### config.mk
export PLATFORM = sky130hd
export DESIGN_NAME = memAccessInterconnect
export DESIGN_NICKNAME = d
export VERILOG_FILES = /design/src/logic/maiPkg.sv /design/src/logic/memAccessInterconnect.sv /design/src/logic/macWriteIssuer.sv /design/src/logic/writeArbiter.sv /design/src/logic/burstFifo.sv
export SDC_FILE = /design/constraint.sdc
export NUM_CORES = 1
export LEC_CHECK = 0
export BUFFER_PORTS_ARGS = -buffer_cell sky130_fd_sc_hd__buf_2
export CAP_MARGIN = 5
export CORE_ASPECT_RATIO = 0.75
export CORE_MARGIN = 4
export CORE_UTILIZATION = 45
export DETAILED_ROUTE_END_ITERATION = 7
export SKIP_LAST_GASP = 1
export SLEW_MARGIN = 20
export SYNTH_ARGS = -nofsm -noshare
export SYNTH_HDL_FRONTEND = slang
export SYNTH_SLANG_ARGS = --single-unit
export TNS_END_PERCENT = 10
### constraint.sdc
create_clock -name clk -period 8.4 [get_ports clk]
set_input_delay 0.42 -clock clk [delete_from_list [all_inputs] [get_ports clk]]
set_output_delay 0.42 -clock clk [all_outputs]
set_load 0.01 [all_outputs]
### src/logic/maiPkg.sv
// Field widths and payload layouts for the write path
// Header packs as addr, tag, id, len, qos from MSB down (45 bits)
// Length code n means 2**n beats, up to MAX_BEATS
package maiPkg;

  localparam int ADDR_W = 32;
  localparam int TAG_W  = 4;
  localparam int ID_W   = 3;
  localparam int LEN_W  = 2;
  localparam int QOS_W  = 4;
  localparam int DATA_W = 32;
  localparam int MASK_W = 4;

  // Longest burst and the counter width that can hold it
  localparam int MAX_BEATS  = 8;
  localparam int BEAT_CNT_W = $clog2(MAX_BEATS) + 1;

  typedef struct packed {
    logic [ADDR_W-1:0] addr;
    logic [TAG_W-1:0]  tag;
    logic [ID_W-1:0]   id;
    logic [LEN_W-1:0]  len;
    logic [QOS_W-1:0]  qos;
  } wrHeaderT;

  typedef struct packed {
    logic [DATA_W-1:0] data;
    logic [MASK_W-1:0] mask;
  } wrBeatT;

  // 0 -> 1, 1 -> 2, 2 -> 4, 3 -> 8
  function automatic logic [BEAT_CNT_W-1:0] lenToBeats(input logic [LEN_W-1:0] len);
    logic [BEAT_CNT_W-1:0] beats;
    case (len)
      2'd0: beats = BEAT_CNT_W'(1);
      2'd1: beats = BEAT_CNT_W'(2);
      2'd2: beats = BEAT_CNT_W'(4);
      default: beats = BEAT_CNT_W'(8);
    endcase
    return beats;
  endfunction

endpackage
### src/logic/memAccessInterconnect.sv
`timescale 1ns/1ps
// Write path of the memory access interconnect, if and dm into one controller port
// Single clock; headers and beats are queued separately and replayed in order
// DATA_DEPTH must be at least MAX_BEATS
module memAccessInterconnect #(
  parameter int HDR_DEPTH  = 4,
  parameter int DATA_DEPTH = 16
) (
  input  logic                      clk,
  input  logic                      resetn,
  input  logic                      ifValidWr,
  input  logic [maiPkg::ADDR_W-1:0] ifAddrWr,
  input  logic [maiPkg::TAG_W-1:0]  ifTagWr,
  input  logic [maiPkg::ID_W-1:0]   ifIdWr,
  input  logic [maiPkg::LEN_W-1:0]  ifLenWr,
  input  logic [maiPkg::QOS_W-1:0]  ifQoSWr,
  output logic                      ifReadyWr,
  input  logic                      ifDataValid,
  input  logic [maiPkg::DATA_W-1:0] ifDataWr,
  input  logic [maiPkg::MASK_W-1:0] ifMaskWr,
  input  logic                      ifEoD,
  output logic                      ifDataReady,
  input  logic                      dmValidWr,
  input  logic [maiPkg::ADDR_W-1:0] dmAddrWr,
  input  logic [maiPkg::TAG_W-1:0]  dmTagWr,
  input  logic [maiPkg::ID_W-1:0]   dmIdWr,
  input  logic [maiPkg::LEN_W-1:0]  dmLenWr,
  input  logic [maiPkg::QOS_W-1:0]  dmQoSWr,
  output logic                      dmReadyWr,
  input  logic                      dmDataValid,
  input  logic [maiPkg::DATA_W-1:0] dmDataWr,
  input  logic [maiPkg::MASK_W-1:0] dmMaskWr,
  input  logic                      dmEoD,
  output logic                      dmDataReady,
  output logic                      macValidWr,
  output logic [maiPkg::ADDR_W-1:0] macAddrWr,
  output logic [maiPkg::TAG_W-1:0]  macTagWr,
  output logic [maiPkg::ID_W-1:0]   macIdWr,
  output logic [maiPkg::LEN_W-1:0]  macLenWr,
  output logic [maiPkg::QOS_W-1:0]  macQoSWr,
  input  logic                      macReadyWr,
  output logic                      macDataValid,
  output logic [maiPkg::DATA_W-1:0] macDataWr,
  output logic [maiPkg::MASK_W-1:0] macMaskWr,
  output logic                      macEoD,
  input  logic                      macDataReady
);
  import maiPkg::*;

  logic     hdrPush;
  logic     hdrFull;
  logic     hdrPop;
  logic     hdrEmpty;
  wrHeaderT hdrIn;
  wrHeaderT hdrOut;
  logic     beatPush;
  logic     beatFull;
  logic     beatPop;
  logic     beatEmpty;
  wrBeatT   beatIn;
  wrBeatT   beatOut;

  // A whole burst has to fit in the beat FIFO
  if (DATA_DEPTH < MAX_BEATS) begin : gDepthCheck
    $error("DATA_DEPTH is smaller than MAX_BEATS");
  end

  burstFifo #(.itemT(wrHeaderT), .DEPTH(HDR_DEPTH)) hdrFifo (
    .clk(clk), .resetn(resetn),
    .push(hdrPush), .pushItem(hdrIn), .full(hdrFull),
    .pop(hdrPop), .popItem(hdrOut), .empty(hdrEmpty)
  );

  burstFifo #(.itemT(wrBeatT), .DEPTH(DATA_DEPTH)) beatFifo (
    .clk(clk), .resetn(resetn),
    .push(beatPush), .pushItem(beatIn), .full(beatFull),
    .pop(beatPop), .popItem(beatOut), .empty(beatEmpty)
  );

  writeArbiter arbiter (.*, .hdrItem(hdrIn), .beatItem(beatIn));

  macWriteIssuer issuer (.*, .hdrItem(hdrOut), .beatItem(beatOut));

endmodule

### src/logic/macWriteIssuer.sv
`timescale 1ns/1ps
// Replays queued write bursts to the memory controller, one at a time
// Header outputs are registered; beats come straight from the FIFO head
// Beat count per burst comes from the header length code
module macWriteIssuer (
  input  logic                      clk,
  input  logic                      resetn,
  // Header FIFO pop side
  input  logic                      hdrEmpty,
  output logic                      hdrPop,
  input  maiPkg::wrHeaderT          hdrItem,
  // Beat FIFO pop side
  input  logic                      beatEmpty,
  output logic                      beatPop,
  input  maiPkg::wrBeatT            beatItem,
  // Memory controller
  output logic                      macValidWr,
  output logic [maiPkg::ADDR_W-1:0] macAddrWr,
  output logic [maiPkg::TAG_W-1:0]  macTagWr,
  output logic [maiPkg::ID_W-1:0]   macIdWr,
  output logic [maiPkg::LEN_W-1:0]  macLenWr,
  output logic [maiPkg::QOS_W-1:0]  macQoSWr,
  input  logic                      macReadyWr,
  output logic                      macDataValid,
  output logic [maiPkg::DATA_W-1:0] macDataWr,
  output logic [maiPkg::MASK_W-1:0] macMaskWr,
  output logic                      macEoD,
  input  logic                      macDataReady
);
  import maiPkg::*;

  typedef enum logic [1:0] {
    ISS_IDLE,
    ISS_HDR,
    ISS_DATA
  } issStateT;

  issStateT              state;
  logic [BEAT_CNT_W-1:0] beatCnt;
  logic                  lastBeat;

  assign hdrPop = (state == ISS_IDLE) & ~hdrEmpty;

  // Valid waits for the beat to reach the FIFO
  assign macDataValid = (state == ISS_DATA) & ~beatEmpty;
  assign macDataWr    = beatItem.data;
  assign macMaskWr    = beatItem.mask;
  assign lastBeat     = (beatCnt == BEAT_CNT_W'(1));
  assign macEoD       = macDataValid & lastBeat;
  assign beatPop      = macDataValid & macDataReady;

  always_ff @(posedge clk or negedge resetn) begin
    if (!resetn) begin
      state      <= ISS_IDLE;
      macValidWr <= 1'b0;
      beatCnt    <= '0;
    end else begin
      case (state)
        ISS_IDLE: begin
          if (hdrPop) begin
            macValidWr <= 1'b1;
            state      <= ISS_HDR;
          end
        end
        ISS_HDR: begin
          if (macReadyWr) begin
            macValidWr <= 1'b0;
            beatCnt    <= lenToBeats(macLenWr);
            state      <= ISS_DATA;
          end
        end
        ISS_DATA: begin
          if (beatPop) begin
            beatCnt <= beatCnt - 1'b1;
            if (lastBeat) begin
              state <= ISS_IDLE;
            end
          end
        end
        default: state <= ISS_IDLE;
      endcase
    end
  end

  // Header fields captured on pop, held until the next pop
  always_ff @(posedge clk) begin
    if (hdrPop) begin
      macAddrWr <= hdrItem.addr;
      macTagWr  <= hdrItem.tag;
      macIdWr   <= hdrItem.id;
      macLenWr  <= hdrItem.len;
      macQoSWr  <= hdrItem.qos;
    end
  end

endmodule

### src/logic/writeArbiter.sv
`timescale 1ns/1ps
// QoS write arbiter between the if and dm masters
// if wins only with strictly higher QoS, dm takes ties
// Grant is held until the EoD beat; beat count is not checked
module writeArbiter (
  input  logic                      clk,
  input  logic                      resetn,
  // Instruction fetch master
  input  logic                      ifValidWr,
  input  logic [maiPkg::ADDR_W-1:0] ifAddrWr,
  input  logic [maiPkg::TAG_W-1:0]  ifTagWr,
  input  logic [maiPkg::ID_W-1:0]   ifIdWr,
  input  logic [maiPkg::LEN_W-1:0]  ifLenWr,
  input  logic [maiPkg::QOS_W-1:0]  ifQoSWr,
  output logic                      ifReadyWr,
  input  logic                      ifDataValid,
  input  logic [maiPkg::DATA_W-1:0] ifDataWr,
  input  logic [maiPkg::MASK_W-1:0] ifMaskWr,
  input  logic                      ifEoD,
  output logic                      ifDataReady,
  // Data memory master
  input  logic                      dmValidWr,
  input  logic [maiPkg::ADDR_W-1:0] dmAddrWr,
  input  logic [maiPkg::TAG_W-1:0]  dmTagWr,
  input  logic [maiPkg::ID_W-1:0]   dmIdWr,
  input  logic [maiPkg::LEN_W-1:0]  dmLenWr,
  input  logic [maiPkg::QOS_W-1:0]  dmQoSWr,
  output logic                      dmReadyWr,
  input  logic                      dmDataValid,
  input  logic [maiPkg::DATA_W-1:0] dmDataWr,
  input  logic [maiPkg::MASK_W-1:0] dmMaskWr,
  input  logic                      dmEoD,
  output logic                      dmDataReady,
  // Header FIFO push side
  output logic                      hdrPush,
  output maiPkg::wrHeaderT          hdrItem,
  input  logic                      hdrFull,
  // Beat FIFO push side
  output logic                      beatPush,
  output maiPkg::wrBeatT            beatItem,
  input  logic                      beatFull
);
  import maiPkg::*;

  typedef enum logic {
    ARB_IDLE,
    ARB_DATA
  } arbStateT;

  arbStateT state;
  arbStateT stateNext;
  logic     grantDm;
  logic     pickDm;
  logic     anyValid;
  logic     inIdle;
  logic     inData;
  logic     eodAccept;
  wrHeaderT ifHdr;
  wrHeaderT dmHdr;
  wrBeatT   ifBeat;
  wrBeatT   dmBeat;

  assign inIdle = (state == ARB_IDLE);
  assign inData = (state == ARB_DATA);

  assign ifHdr = '{addr: ifAddrWr, tag: ifTagWr, id: ifIdWr, len: ifLenWr, qos: ifQoSWr};
  assign dmHdr = '{addr: dmAddrWr, tag: dmTagWr, id: dmIdWr, len: dmLenWr, qos: dmQoSWr};
  assign ifBeat = '{data: ifDataWr, mask: ifMaskWr};
  assign dmBeat = '{data: dmDataWr, mask: dmMaskWr};

  // QoS decision
  assign anyValid = ifValidWr | dmValidWr;
  assign pickDm   = dmValidWr & ~(ifValidWr & (ifQoSWr > dmQoSWr));

  // Header acceptance, same cycle as the request
  assign ifReadyWr = inIdle & ifValidWr & ~pickDm & ~hdrFull;
  assign dmReadyWr = inIdle & pickDm & ~hdrFull;
  assign hdrPush   = inIdle & anyValid & ~hdrFull;
  assign hdrItem   = pickDm ? dmHdr : ifHdr;

  // Beats only from the granted master
  assign ifDataReady = inData & ~grantDm & ~beatFull;
  assign dmDataReady = inData & grantDm & ~beatFull;
  assign beatPush    = (ifDataReady & ifDataValid) | (dmDataReady & dmDataValid);
  assign beatItem    = grantDm ? dmBeat : ifBeat;
  assign eodAccept   = beatPush & (grantDm ? dmEoD : ifEoD);

  always_comb begin
    stateNext = state;
    case (state)
      ARB_IDLE: begin
        if (hdrPush) begin
          stateNext = ARB_DATA;
        end
      end
      ARB_DATA: begin
        if (eodAccept) begin
          stateNext = ARB_IDLE;
        end
      end
      default: stateNext = ARB_IDLE;
    endcase
  end

  always_ff @(posedge clk or negedge resetn) begin
    if (!resetn) begin
      state   <= ARB_IDLE;
      grantDm <= 1'b0;
    end else begin
      state <= stateNext;
      if (hdrPush) begin
        grantDm <= pickDm;
      end
    end
  end

endmodule

### src/logic/burstFifo.sv
`timescale 1ns/1ps
// Single-clock FIFO for any payload type
// Push while full and pop while empty are dropped
// popItem shows the head only while empty is low
module burstFifo #(
  parameter type itemT = logic [7:0],
  parameter int  DEPTH = 4
) (
  input  logic clk,
  input  logic resetn,
  input  logic push,
  input  itemT pushItem,
  output logic full,
  input  logic pop,
  output itemT popItem,
  output logic empty
);

  localparam int PTR_W = (DEPTH > 1) ? $clog2(DEPTH) : 1;
  localparam int CNT_W = $clog2(DEPTH + 1);

  itemT             mem [DEPTH];
  logic [PTR_W-1:0] wrPtr;
  logic [PTR_W-1:0] rdPtr;
  logic [CNT_W-1:0] count;
  logic             doPush;
  logic             doPop;

  assign full    = (count == CNT_W'(DEPTH));
  assign empty   = (count == '0);
  assign doPush  = push & ~full;
  assign doPop   = pop & ~empty;
  assign popItem = mem[rdPtr];

  always_ff @(posedge clk or negedge resetn) begin
    if (!resetn) begin
      wrPtr <= '0;
      rdPtr <= '0;
      count <= '0;
    end else begin
      if (doPush) begin
        // Wrap explicitly so DEPTH need not be a power of two
        wrPtr <= (wrPtr == PTR_W'(DEPTH - 1)) ? '0 : wrPtr + 1'b1;
      end
      if (doPop) begin
        rdPtr <= (rdPtr == PTR_W'(DEPTH - 1)) ? '0 : rdPtr + 1'b1;
      end
      case ({doPush, doPop})
        2'b10: count <= count + 1'b1;
        2'b01: count <= count - 1'b1;
        default: count <= count;
      endcase
    end
  end

  // Storage array
  always_ff @(posedge clk) begin
    if (doPush) begin
      mem[wrPtr] <= pushItem;
    end
  end

endmodule

* Word level (Yosys, flattened, before mapping) *
Memories as Yosys holds them, arrays and structs flattened. A register that Yosys moved wholly into a read port is not among the register bits.
Index checks and enable logic that the tools add are counted.

word-level totals
  register bits after elaboration = 29
  RAM bits = 756
  input port bits = 172
  output and inout port bits = 88
  logic and storage cells = 115
  memories kept = 2

cells by class
  add/subtract/negate cells = 9
  $lt $le $gt $ge = 1
  equal/unequal tests = 19
  muxes and demuxes = 28
  bitwise operators = 34
  reduce and logical (&&, ||, !) cells = 11

memories
  name          depth  bits a word  rd ports  clocked after Yosys merged registers in  wr ports  line             RTL
  beatFifo.mem  16     36           1         0                                        1         burstFifo.sv:22  itemT mem [DEPTH];
  hdrFifo.mem   4      45           1         1                                        1         burstFifo.sv:22

operators with widths
  operator             count
  $mux 45              1
  $mux 36              1
  $and 1x1->1          24
  $mux 4               4
  $eq 2x2->1 const B   6
  $mux 2               6
  $pmux 4 s3           1
  $pmux 5 s2           1
  $mux 1               9
  $add 4x1->4 const B  2
  $eq 2x1->1 const B   4
  $eq 4x4->1 const B   2
  $not 1->1            8
  $pmux 4 s2           1
  $reduce_bool 2->1    4
  $ne 2x2->1 const B   3
  $pmux 2 s3           1
  $pmux 3 s2           1
  $reduce_and 3->1     2
  $add 5x1->5 const B  1
  $eq 5x5->1 const B   1
  $logic_not 5->1      1
  $sub 5x1->5 const B  1
  $add 2x1->2 const B  2
  other kinds (12)     15

* Depth between registers and ports, before layout *
  depth after elaboration = 8
  depth in mapped cells = 12

* Cells and area by module *
From an unflattened synthesis, not the netlist that was laid out.

second synthesis, totals
  cells, all modules = 1656
  area total of the unflattened synthesis = 33153.0 µm²

by module, submodules not included
  module                instances  cells each  area each (µm²)  sequential area each (µm²)
  burstFifo (beatFifo)  1          1131        22818.1          17621.9
  burstFifo (hdrFifo)   1          275         6942.9           5580.4
  macWriteIssuer        1          128         2105.8           1526.5
  writeArbiter          1          122         1286.2           50.0

* Worst setup path after synthesis *
Ideal clock, no wire load.

  path kind = flip-flop to flip-flop
  start point = register arbiter.grantDm
  end point = memory beatFifo.mem[11][0] (netlist bit), enable pin
  arrival = 3.626 ns
  required time = 7.926 ns
  setup slack = 4.300 ns
  stages on the path, launching flop included = 6
  path buffers = 1
  clock period less this slack = 4.100 ns
  cells stage by stage = dfrtp_1 buf_2 mux2i_1 a211oi_1 nand2_1 nor3_1

between the ends
  word-level cells in the longest chain between the ends = 8
  elaborated cells on any way between the ends = 11

RTL lines
  what                              line                 RTL
  start: declaration                writeArbiter.sv:52   logic grantDm;
  start signal: assignment          writeArbiter.sv:112  grantDm <= pickDm;
  $not 1->1                         writeArbiter.sv:82   assign ifDataReady = inData & ~grantDm & ~beatFull;
  $and 1x1->1 (2 in a row)          writeArbiter.sv:82
  $and 1x1->1                       writeArbiter.sv:84   assign beatPush = (ifDataReady & ifDataValid) | (dmDataReady & dmDataValid);
  $or 1x1->1 (*)                    writeArbiter.sv:84
  $and 1x1->1 (*)                   burstFifo.sv:31      assign doPush = push & ~full;
  $mux 1 (*)                        burstFifo.sv:58      if (doPush) begin
  $mux 1 (not written as such) (*)  burstFifo.sv:59      mem[wrPtr] <= pushItem;
  end: declaration                  burstFifo.sv:22

Mark *: on every way between the ends. The rest lies on a longest branch, timed or not.

* Final worst setup path *
  start point = register beatFifo.rdPtr[1]
  end point = output port macDataWr[14] (netlist bit)

between the ends
  word-level cells in the longest chain between the ends = 1

RTL lines
  what                      line                         RTL
  start: declaration        burstFifo.sv:24              logic [PTR_W-1:0] rdPtr;
  start signal: assignment  burstFifo.sv:46              rdPtr <= (rdPtr == PTR_W'(DEPTH - 1)) ? '0 : rdPtr + 1'b1;
  $mem_v2 16x36             -
  end: declaration          memAccessInterconnect.sv:43  output logic [maiPkg::DATA_W-1:0] macDataWr,

No other way between the ends.

==> flow_summary.toml <==
[run_status]
status = "completed"

[final_layout]
antenna_cells = 0
final_cells = 2784
area_growth_syn_to_layout_pct = 16.2
nets = 1967
drive_gt1_share_pct = 39.2

[grt]
grt-busiest-layer = "met2"
use_met3_pct = 3.27
antenna_found_initial = 1
grt_use_met1_pct = 26.5
grt_overflow_total = 0
grt_start_max_net_pins = 110
grt_pass1_wl_mm = 103
grtUsageTotal_pct = 18.4
grt_pass1_vias = 16000
grt_util_met2_pct = 29.9

[place]
dpl.hpwl_mm = 37.4
gp_congestion = 0.709
dp.cells = 2633
io_buffers = 259

[synthesis]
synthesis.instances = 1472
netlist_area_um2 = 32200
ys_ff_latch = 830
ys_warn_count = 0
synth_area_leader_cell = "edfxtp_1"
syn_area_per_cell_um2 = 21.9
synth_cell_types = 46
synthTopCellsByArea = "edfxtp_1 (75%), mux4_2 (13%), mux2_2 (2.9%)"
syn_nets = 1667
synth_seq_area_share_pct = 76.9
synth_top_area_share_pct = 74.6

[power]
power_leakage_nw = 12.6
p_seq_share_pct = 44.9
max-vdd-ir-drop_mv = 0.268
comb_power_share_pct = 26.5
power.density_nw_per_um2 = 342
p_clk_share_pct = 28.6
switching_share_pct = 29.3
intPower_mw = 9.05
p_sw_mw = 3.74

[floorplanning]
pin_count = 260
die_h_um = 240
die_area_um2 = 76000
row_count = 84
die_x_um = 317
core_um2 = 70500
start_util_pct = 45.7

[clock_network]
path_clk_slew_ns = 0.06
numCtsBuffers = 81
clk_latency_ns = 0.62
root_buffer = "clkbuf_16"
post_cts_resized = 0
clockBufferDepth = 3
cts_max_level = 3
cts_tree = "built"
clock_sinks = 830

[worst_hold_path]
hold_class = "input port to flip-flop"

[detailed_routing]
drt-total-wl_mm = 69.6
routed-via-count = 15500
dr.pass1.iters = 5
vias_per_cell = 5.56
post_drt_wl_per_cell_um = 25.0
drt-initial-drc-count = 1271
drc = 0
drtAntennaViolNets = 0

[setup_path]
path_class = "flip-flop to output port"
cp_max_fo = 67
cp.arrival_ns = 3.92
start_kind = "flip-flop"
required_ns = 7.98
endpoint_kind = "output port"

[sta]
setup_viol = 0
final.min_clock_period_ns = 4.34
slew_viol_final = 0
tightest_slew_ns = 1.01
hold_viol = 0
rsz0062_at_grt = "false"
timing.final.crit_share_pct = 51.7
max_freq_ghz = 0.230
slew_headroom_pct = 32.6
fin_skew_ns = 0.0167
setup_tns_ns = 0

[job]
drv_cap = 0
cell usage in the layout, fill, tap and decap left out, types with 3 or more instances in the layout:
master | Yosys | routed
a31oi_1 | 4 | 4
nor2b_1 | 7 | 5
and2_2 | 0 | 5
nor3_1 | 7 | 5
clkbuf_1 | 43 | 11
inv_6 | 0 | 3
dfrtp_2 | 0 | 3
o21ai_0 | 16 | 16
buf_4 | 1 | 30
a22oi_1 | 72 | 72
nand2_1 | 56 | 56
and2_1 | 8 | 3
dfrtp_1 | 29 | 24
and3_2 | 0 | 14
mux4_2 | 189 | 189
clkinvlp_4 | 0 | 4
xnor2_1 | 4 | 4
buf_2 | 26 | 259
or3_1 | 3 | 3
a21oi_1 | 7 | 7
edfxtp_1 | 801 | 801
mux2_2 | 84 | 84
xor2_1 | 4 | 4
clkinv_2 | 0 | 15
mux2i_1 | 3 | 3
clkbuf_16 | 0 | 83
ha_1 | 21 | 21
inv_1 | 24 | 23
bufinv_16 | 0 | 11
nor2_1 | 13 | 12
clkinv_1 | 0 | 18
sequential cells by signal (all words and copies together), names as in the netlist:
| register | count |
|---|---|
| issuer.macAddrWr | 32 |
| arbiter.grantDm | 1 |
| issuer.beatCnt | 4 |
| beatFifo.mem | 576 |
| issuer.macQoSWr | 4 |
| issuer.macIdWr | 3 |
| issuer.macTagWr | 4 |
| issuer.state | 2 |
| hdrFifo.mem | 180 |
| issuer.macLenWr | 2 |
| beatFifo.wrPtr | 4 |
| beatFifo.rdPtr | 4 |
| issuer.macValidWr | 1 |
| hdrFifo.rdPtr | 2 |
| arbiter.inData | 1 |
| hdrFifo.count | 3 |
| beatFifo.count | 5 |
| hdrFifo.wrPtr | 2 |
routing by layer:
layer / vias up / wire length, um
li1: 6751 / -
met1: 8256 / 30100
met2: 368 / 34500
met3: 96 / 3720
met4: 0 / 1230
met5: - / 0
layout make-up:
type,count,area (um^2)
Fill cell,5466,33100
Sequential cell,830,24800
Multi-Input combinational cell,543,7110
Clock buffer,96,2150
Timing Repair Buffer,292,1560
Tap cell,946,1180
Clock inverter,53,547
Inverter,24,90.1
synth_stat cells (all sizes together):
library cell and count:
edfxtp 801, mux4 189, mux2 85, a22oi 72, nand2 57, clkbuf 44
buf 31, dfrtp 29, inv 24, ha 21, o21ai 16, and3 15
nor2 13, and2 8, a21oi 7, nor2b 7, nor3 7, a21o 4
a31oi 4, xnor2 4, xor2 4, mux2i 3, o211ai 3, or3 3
a211oi 2, a2bb2oi 2, fa 2, nand2b 2, o21a 2, o311ai 2
a21boi 1, a22o 1, a31o 1, a41o 1, nand3b 1, nand4 1
nor4 1, o31a 1, or4 1
per-stage QoR:
step / util (%) / total power, mW / setup slack, ns / instance area, um^2 / hold WS, ns
after CTS: 53.1 / 13.0 / 3.98 / 37400 / 0.117
after floorplan: - / 8.05 / 4.30 / 32200 / 0.124
after global placement: 49.2 / 9.21 / 4.70 / 34700 / 0.467
final: 53.1 / 12.8 / 4.06 / 37400 / 0.153
after detailed placement: 49.2 / 9.30 / 4.66 / 34700 / 0.467
after global routing: 53.1 / 13.4 / 3.80 / 37400 / 0.128
worst max-delay path, stage by stage (launching register included):
cell	delay (ns)
dfrtp_4	1.01
buf_4	0.47
buf_4	0.80
mux4_2	0.42
a22oi_1	0.21
nand2_1	0.15
buf_2	0.17
final timing paths:
path | from | slack, ns | end | cells past startpoint
max | beatFifo.rdPtr[1] | 4.06 | macDataWr[14] | 6
min | ifAddrWr[7] | 0.15 | hdrFifo.mem[2][20] | 2
max reg2reg | beatFifo.count[1] | 5.23 | beatFifo.count[4] | 9
min reg2reg | issuer.macValidWr | 0.50 | issuer.macValidWr | 2
max in group asynchronous | resetn | 7.50 | beatFifo.rdPtr[0] | 2
min in group asynchronous | resetn | 0.38 | hdrFifo.wrPtr[1] | 2
power groups by stage:
stage	combinational (mW)	clock, mW	sequential, mW
after global routing	3.70	3.93	5.81
after global placement	3.39	0	5.82
after floorplan	2.33	0	5.72
final	3.38	3.66	5.74
after detailed placement	3.46	0	5.84
after CTS	3.47	3.75	5.76
timing repair:
action | in CTS | in global routing
setup buffers | 0 | 0
hold buffers | 2 | 0
hold endpoints to repair | 30 | 0
kinds of logic (layout without fill, tap and decap cells):
group	after synthesis	count (layout)	synth area share (%)
DFF	830	830	76.9
xor gates and xnor gates	8	8	0.217
adders and majority gates	23	23	0.940
muxes	277	277	16.3
and+or+nand+nor	116	116	1.72
buffers and inverters	99	465	1.27
AOI/OAI and AO/OA	119	119	2.66
No activity file was read; power rests on OpenSTA's default activity.
